[config.mk]
export PLATFORM = sky130hd
export DESIGN_NAME = uart_link
export DESIGN_NICKNAME = d
export VERILOG_FILES = /design/src/design/uart_frame_pkg.sv /design/src/design/uart_timing_pkg.sv /design/src/design/uart_link.sv /design/src/design/uart_rx.sv /design/src/design/uart_tx.sv
export SDC_FILE = /design/constraint.sdc
export NUM_CORES = 1
export LEC_CHECK = 0
export BUFFER_PORTS_ARGS = -buffer_cell sky130_fd_sc_hd__buf_2
export CAP_MARGIN = 20
export CORE_MARGIN = 1.5
export CORE_UTILIZATION = 51
export DETAILED_ROUTE_END_ITERATION = 8
export GPL_TIMING_DRIVEN = 0
export PLACE_DENSITY = 0.71
export SYNTH_ARGS = -nofsm -noshare
export SYNTH_HDL_FRONTEND = slang
export SYNTH_SLANG_ARGS = --single-unit
[constraint.sdc]
create_clock -name i_clk -period 2.2 [get_ports i_clk]
set_input_delay 0.55 -clock i_clk [delete_from_list [all_inputs] [get_ports i_clk]]
set_output_delay 0.55 -clock i_clk [all_outputs]
set_load 0.03 [all_outputs]
[src/design/uart_frame_pkg.sv]
`default_nettype none

package uart_frame_pkg;

    // data bits carried in one frame.
    localparam int PAYLOAD_SIZE = 8;

    // start bit, payload and stop bit.
    localparam int FRAME_BITS = PAYLOAD_SIZE + 2;

    // counts every bit of a frame.
    localparam int BIT_CNT_WIDTH = $clog2(FRAME_BITS);

    typedef logic [PAYLOAD_SIZE-1:0] payload_t;

    // start sits in bit 0, so it is the first bit on the line.
    typedef struct packed {
        logic     stop;
        payload_t payload;
        logic     start;
    } frame_fields_t;

    // the same frame word, seen as a shift register or as its fields.
    typedef union packed {
        logic [FRAME_BITS-1:0] bits;
        frame_fields_t         fields;
    } uart_frame_u;

endpackage

`default_nettype wire

[src/design/uart_timing_pkg.sv]
`default_nettype none

package uart_timing_pkg;

    // system clock in hz.
    localparam int CLK_FREQ = 125_000_000;

    // line rate in bits per second.
    localparam int BAUD_RATE = 7_812_500;

    // one bit period in clock cycles.
    localparam int CLKS_PER_BIT = CLK_FREQ / BAUD_RATE;

    // distance from the start edge to the middle of the start bit.
    localparam int HALF_BIT = CLKS_PER_BIT / 2;

    // wide enough to count one full bit period.
    localparam int DIV_WIDTH = $clog2(CLKS_PER_BIT);

endpackage

`default_nettype wire

[src/design/uart_link.sv]
`default_nettype none

module uart_link (
    input  wire logic                     i_clk,
    input  wire logic                     i_rst,
    input  wire logic                     i_tx_start,
    input  wire uart_frame_pkg::payload_t i_tx_data,
    input  wire logic                     i_rx,
    output logic                          o_tx,
    output logic                          o_tx_done,
    output uart_frame_pkg::payload_t      o_rx_data,
    output logic                          o_rx_valid,
    output logic                          o_rx_frame_err
);

    // both serial pins stay outside, so the line can be looped or driven directly.
    uart_tx u_tx (
        .i_clk      (i_clk),
        .i_rst      (i_rst),
        .i_tx_start (i_tx_start),
        .i_tx_data  (i_tx_data),
        .o_tx       (o_tx),
        .o_tx_done  (o_tx_done)
    );

    uart_rx u_rx (
        .i_clk          (i_clk),
        .i_rst          (i_rst),
        .i_rx           (i_rx),
        .o_rx_data      (o_rx_data),
        .o_rx_valid     (o_rx_valid),
        .o_rx_frame_err (o_rx_frame_err)
    );

endmodule

`default_nettype wire

[src/design/uart_rx.sv]
`default_nettype none

module uart_rx (
    input  wire logic                i_clk,
    input  wire logic                i_rst,
    input  wire logic                i_rx,
    output uart_frame_pkg::payload_t o_rx_data,
    output logic                     o_rx_valid,
    output logic                     o_rx_frame_err
);

    import uart_timing_pkg::*;
    import uart_frame_pkg::*;

    localparam logic [1:0] S_IDLE  = 2'd0;
    localparam logic [1:0] S_START = 2'd1;
    localparam logic [1:0] S_DATA  = 2'd2;
    localparam logic [1:0] S_STOP  = 2'd3;

    logic                     rx_meta;
    logic                     rx_sync;
    logic                     rx_prev;
    logic                     start_edge;
    logic [1:0]               state;
    logic [DIV_WIDTH-1:0]     div_cnt;
    logic [BIT_CNT_WIDTH-1:0] bit_cnt;
    logic                     half_done;
    logic                     bit_done;
    logic                     sample;
    uart_frame_u              frame_q;
    uart_frame_u              frame_next;

    // the line idles high, so the flops come out of reset at 1.
    always_ff @(posedge i_clk) begin
        if (i_rst) begin
            rx_meta <= 1'b1;
            rx_sync <= 1'b1;
            rx_prev <= 1'b1;
        end else begin
            rx_meta <= i_rx;
            rx_sync <= rx_meta;
            rx_prev <= rx_sync;
        end
    end

    assign start_edge = rx_prev && !rx_sync;
    assign half_done  = (div_cnt == DIV_WIDTH'(HALF_BIT - 1));
    assign bit_done   = (div_cnt == DIV_WIDTH'(CLKS_PER_BIT - 1));

    // the start check takes the first sample, later states one per bit period.
    always_comb begin
        case (state)
            S_START: sample = half_done;
            S_DATA:  sample = bit_done;
            S_STOP:  sample = bit_done;
            default: sample = 1'b0;
        endcase
    end

    // New bits enter at the top, so after ten samples the start bit sits in bit 0.
    always_comb begin
        frame_next.bits = {rx_sync, frame_q.bits[FRAME_BITS-1:1]};
    end

    always_ff @(posedge i_clk) begin
        if (sample) begin
            frame_q <= frame_next;
        end
    end

    always_ff @(posedge i_clk) begin
        if (i_rst) begin
            state          <= S_IDLE;
            div_cnt        <= '0;
            bit_cnt        <= '0;
            o_rx_valid     <= 1'b0;
            o_rx_data      <= '0;
            o_rx_frame_err <= 1'b0;
        end else begin
            o_rx_valid <= 1'b0;
            div_cnt    <= div_cnt + 1'b1;
            case (state)
                S_IDLE: begin
                    div_cnt <= '0; // restarts so samples land mid-bit.
                    if (start_edge) begin
                        state <= S_START;
                    end
                end
                S_START: begin
                    if (half_done) begin
                        div_cnt <= '0;
                        bit_cnt <= '0;
                        state   <= rx_sync ? S_IDLE : S_DATA; // a short glitch is dropped.
                    end
                end
                S_DATA: begin
                    if (bit_done) begin
                        div_cnt <= '0;
                        if (bit_cnt == BIT_CNT_WIDTH'(PAYLOAD_SIZE - 1)) begin
                            state <= S_STOP;
                        end else begin
                            bit_cnt <= bit_cnt + 1'b1;
                        end
                    end
                end
                S_STOP: begin
                    if (bit_done) begin
                        state          <= S_IDLE;
                        o_rx_valid     <= 1'b1;
                        o_rx_data      <= frame_next.fields.payload;
                        o_rx_frame_err <= !frame_next.fields.stop; // stop must read high.
                    end
                end
                default: begin
                    state <= S_IDLE;
                end
            endcase
        end
    end

endmodule

`default_nettype wire

[src/design/uart_tx.sv]
`default_nettype none

module uart_tx (
    input  wire logic                     i_clk,
    input  wire logic                     i_rst,
    input  wire logic                     i_tx_start,
    input  wire uart_frame_pkg::payload_t i_tx_data,
    output logic                          o_tx,
    output logic                          o_tx_done
);

    import uart_timing_pkg::*;
    import uart_frame_pkg::*;

    localparam logic S_IDLE = 1'b0;
    localparam logic S_SEND = 1'b1;

    logic                     state;
    logic [DIV_WIDTH-1:0]     div_cnt;
    logic                     tick;
    logic [BIT_CNT_WIDTH-1:0] bit_cnt;
    logic                     last_bit;
    uart_frame_u              frame_q;

    assign tick     = (div_cnt == DIV_WIDTH'(CLKS_PER_BIT - 1));
    assign last_bit = (bit_cnt == BIT_CNT_WIDTH'(FRAME_BITS - 1));

    always_ff @(posedge i_clk) begin
        if (i_rst) begin
            div_cnt <= '0;
        end else if (tick) begin
            div_cnt <= '0;
        end else begin
            div_cnt <= div_cnt + 1'b1; // runs whether a frame is pending or not.
        end
    end

    always_ff @(posedge i_clk) begin
        if (i_rst) begin
            state   <= S_IDLE;
            bit_cnt <= '0;
        end else if (tick) begin
            case (state)
                S_IDLE: begin
                    if (i_tx_start) begin
                        state   <= S_SEND;
                        bit_cnt <= '0;
                    end
                end
                S_SEND: begin
                    if (last_bit) begin
                        state <= S_IDLE; // the stop bit has had its full period.
                    end else begin
                        bit_cnt <= bit_cnt + 1'b1;
                    end
                end
                default: begin
                    state <= S_IDLE;
                end
            endcase
        end
    end

    // Reloaded on every idle tick, so the word is ready when the request is taken.
    always_ff @(posedge i_clk) begin
        if (tick) begin
            if (state == S_IDLE) begin
                frame_q.fields.start   <= 1'b0;
                frame_q.fields.payload <= i_tx_data;
                frame_q.fields.stop    <= 1'b1;
            end else begin
                frame_q.bits <= {1'b1, frame_q.bits[FRAME_BITS-1:1]};
            end
        end
    end

    assign o_tx      = (state == S_SEND) ? frame_q.bits[0] : 1'b1;
    assign o_tx_done = (state == S_IDLE);

endmodule

`default_nettype wire

==> impl_metrics.py <==
metrics = {
    "worst_setup_path": {
        "path_cells": "buf_2 > or3b_1 > a21oi_1",
        "r2r_slack_ns": 0.15,
        "crit_path_end_kind": "flop",
        "crit_family": "compound AO/OA/AOI/OAI gates",
        "crit_slowest_cell": "a21oi_1",
        "worstSetupPathType": "reg -> reg",
        "critical_path_cell_count": 3,
        "crit_path_max_incr_delay_ns": 0.76,
        "arrival_ns": 1.97,
        "r2r_end": "u_rx.frame_q[4]",
        "worstPathMaxFanout": 9,
        "crit_buf_inv": 1,
        "reg2reg_depth": 3,
        "critPathRequiredTime_ns": 2.12,
        "cp-start-kind": "flop",
    },
    "grt": {
        "grt_pass1_vias": 1416,
        "grt_start_max_net_pins": 16,
        "grt_pass1_wl_mm": 6.36,
        "grt_overflow": 0,
        "antenna_found_initial": 0,
        "grt_usage_pct": 19.2,
    },
    "floorplanning": {
        "io_pins": 24,
        "die_y_um": 65.9,
        "die_w_um": 65.9,
        "start_util_pct": 53.9,
        "rows": 22,
        "die_area_sq_um": 4350,
        "core_sq_um": 3740,
    },
    "pwr": {
        "switchingPower_mw": 0.325,
        "total_power_mw": 1.51,
        "ir_worst_vdd_uv": 499,
        "p_int_mw": 1.19,
        "p_seq_share_pct": 62.6,
        "p_comb_share_pct": 4.0,
        "power_leakage_nw": 0.801,
        "power_frac_clock_pct": 33.3,
        "p_per_area_nw_per_um2": 665,
        "switching_share_pct": 21.4,
    },
    "clock_tree": {
        "numCtsBuffers": 5,
        "clk_latency_ns": 0.29,
        "cts_max_level": 2,
        "cts_tree": "built",
        "clk_pin_slew_worst_paths_ns": 0.08,
        "clockBufferDepth": 2,
        "root_buffer": "clkbuf_8",
        "cts_sinks": 49,
        "hold_buffers": 0,
        "postCtsSetupRepairBufs": 0,
        "cts_resized": 0,
    },
    "synth": {
        "syn_area_sq_um": 2020,
        "yosys_most_used_dff": "dfxtp_1",
        "synth.distinct_cells": 45,
        "synth_edf_count": 17,
        "synthCells": 185,
        "syn_area_per_cell_sq_um": 10.9,
        "ys_warn_count": 0,
        "synth_nets": 202,
        "ys_ff_latch": 49,
        "ys_seq_area_share_pct": 57.0,
        "async_reset_ff_share_pct": 0,
    },
    "finish": {
        "design_area_sq_um": 2280,
        "fill_cells": 319,
        "design.final.nets": 231,
        "layout-drive-gt1-share_pct": 20.9,
        "synthToLayoutAreaGrowth_pct": 12.8,
        "antenna_cells": 0,
    },
    "sta": {
        "hold_viol": 0,
        "drv_slew": 0,
        "rsz0062_at_grt": "no",
        "finalSetupViolCount": 0,
        "layout_setup_ws_ns": 0.148,
        "worst_slew_pin_slew_ns": 0.967,
        "fmaxAchievable_ghz": 0.487,
        "period_minus_slack_ns": 2.05,
        "finalCritPeriodShare_pct": 93.3,
        "tns_ns": 0,
        "slew_headroom_pct": 35.5,
        "worst_clock_skew_ns": 0.00444,
    },
    "hold_path": {
        "worstHoldStart": "u_rx.rx_meta",
        "holdPathStages": 1,
        "hold_class": "reg -> reg",
        "min_to": "u_rx.rx_sync",
    },
    "status": {
        "status": "finished clean",
    },
    "drt": {
        "wl_per_cell_um": 15.1,
        "vias": 1555,
        "antenna_left": 0,
        "dr.pass1.iters": 5,
        "drt_wl_total_mm": 3.97,
        "vias_per_cell": 5.91,
        "drc": 0,
        "drt_iter0_markers": 142,
    },
    "place": {
        "dpl_cell_area_sq_um": 2190,
        "post-place-ws_ns": 0.179,
        "portBuffers": 22,
        "place_congestion": 0.832,
        "hpwl_mm": 2.87,
    },
    "run": {
        "maxCapViolCount": 0,
    },
}
[flip-flops by register name, indices dropped and copies added, names as in the netlist, named ones only]
register             flops
u_tx.bit_cnt             4
u_rx.o_rx_frame_err      1
u_rx.rx_meta             1
u_rx.state               1
u_rx.div_cnt             4
u_rx.rx_sync             1
u_rx.o_rx_data           8
u_tx.state               1
u_tx.frame_q             9
u_rx.o_rx_valid          1
u_rx.frame_q             8
u_rx.bit_cnt             4
u_rx.rx_prev             1
u_tx.div_cnt             4
[cell usage in the layout (no fill, tap or decap), types with 2 or more instances in the layout]
cell	netlist	routed
a21oi_1	17	17
a311oi_1	3	3
a31oi_1	2	2
and2_1	2	2
buf_2	3	25
clkbuf_1	8	9
clkbuf_8	0	5
clkinvlp_4	0	2
dfxtp_1	32	32
edfxtp_1	17	17
ha_1	5	5
inv_1	6	6
mux2_2	7	7
mux2i_1	2	2
nand2_1	4	4
nand2b_1	2	2
nand3_1	12	12
nand4_1	2	2
nor2_1	7	7
nor3_1	6	6
nor4_1	2	2
o211ai_1	2	2
o21ai_0	8	8
o21ai_1	6	6
o311ai_0	2	2
o31ai_1	3	3
or2_1	2	2
or3_1	2	2
or4_1	2	2
xnor2_1	2	2
[worst reg2reg max path: cells and delay by family (launching register included)]
kind / cells / cell delay [ns]
AO/OA/AOI/OAI: 1 / 0.76
buffers and inverters: 1 / 0.16
flip-flops: 1 / 0.31
AND/OR/NAND/NOR: 1 / 0.44
[power by group through the flow]
stage / Clock, mW / Sequential, mW / Combinational [mW]
after floorplan: 0 / 0.968 / 0.0413
after detailed placement: 0 / 0.970 / 0.0616
after global placement: 0 / 0.969 / 0.0581
after CTS: 0.520 / 0.948 / 0.0619
after global routing: 0.555 / 0.950 / 0.0676
final: 0.505 / 0.949 / 0.0613
[area by class of cell]
cell class	count	area (sq um)	share of cell area, %
Clock inverter	2	15.0	0.659
Inverter	7	26.3	1.15
Multi-Input combinational cell	118	797	35.0
Tap cell	48	60.1	2.64
Timing Repair Buffer	22	110	4.84
Clock buffer	6	72.6	3.19
Buffer	11	45.0	1.98
Sequential cell	49	1150	50.5
[worst max-delay path by stage]
| stage | startpoint | endpoint | slack (ns) |
|---|---|---|---|
| 2_1_floorplan | flop | u_rx.frame_q[2] | 0.51 |
| 3_3_place_gp | flop | u_rx.frame_q[2] | 0.32 |
| 3_5_place_dp | flop | u_rx.frame_q[5] | 0.18 |
| 4_1_cts | u_tx.state | o_tx | 0.19 |
| 5_1_grt | u_tx.state | o_tx | 0.10 |
| 6_report | flop | u_rx.frame_q[4] | 0.15 |
[cell families (layout without fill, tap and decap cells)]
group / Yosys count / count (layout) / synth area share, %
flip-flops: 49 / 49 / 57.0
buffers and inverters: 18 / 48 / 3.53
AO/OA/AOI/OAI: 46 / 46 / 13.6
adder cells (fa/ha/maj): 5 / 5 / 3.10
XOR/XNOR: 3 / 3 / 1.30
AND/OR/NAND/NOR: 55 / 55 / 16.5
multiplexers: 9 / 9 / 4.89
[Yosys cell counts (2+ instances only)]
library cell	n	share of area (%)
clkbuf_1	8	1.5
ha_1	5	3.1
o31ai_1	3	1.1
a21oi_1	17	4.2
or2_1	2	0.62
nand2b_1	2	0.62
edfxtp_1	17	25
o211ai_1	2	0.74
o21ai_0	8	2.0
and2_1	2	0.62
dfxtp_1	32	32
o311ai_0	2	0.87
or3_1	2	0.62
nand2_1	4	0.74
o21ai_1	6	1.5
a311oi_1	3	1.3
xnor2_1	2	0.87
or4_1	2	0.74
buf_2	3	0.74
nand3_1	12	3.0
a31oi_1	2	0.62
nor3_1	6	1.5
nor2_1	7	1.3
mux2_2	7	3.9
inv_1	6	1.1
nor4_1	2	0.62
nand4_1	2	0.62
mux2i_1	2	0.99
[layer usage]
| metal | track usage (%) | part of all wire, % | up-vias |
|---|---|---|---|
| met1 | 22.5 | 43 | 755 |
| met3 | 4.09 | 4.9 | 6 |
| met2 | 33.6 | 51 | 42 |
| met4 | 8.59 | 1.2 | 0 |
| met5 | 0 | 0 | - |
| li1 | - | - | 752 |
[metrics by stage]
stage / instances / utilization (%) / hold slack (ns)
after global routing: 263 / 60.8 / 0.435
after floorplan: 185 / - / 0.383
after global placement: 255 / 58.5 / 0.396
after CTS: 263 / 60.8 / 0.428
final: 263 / 60.8 / 0.422
after detailed placement: 255 / 58.5 / 0.401
(Power assumes the default switching activity.)
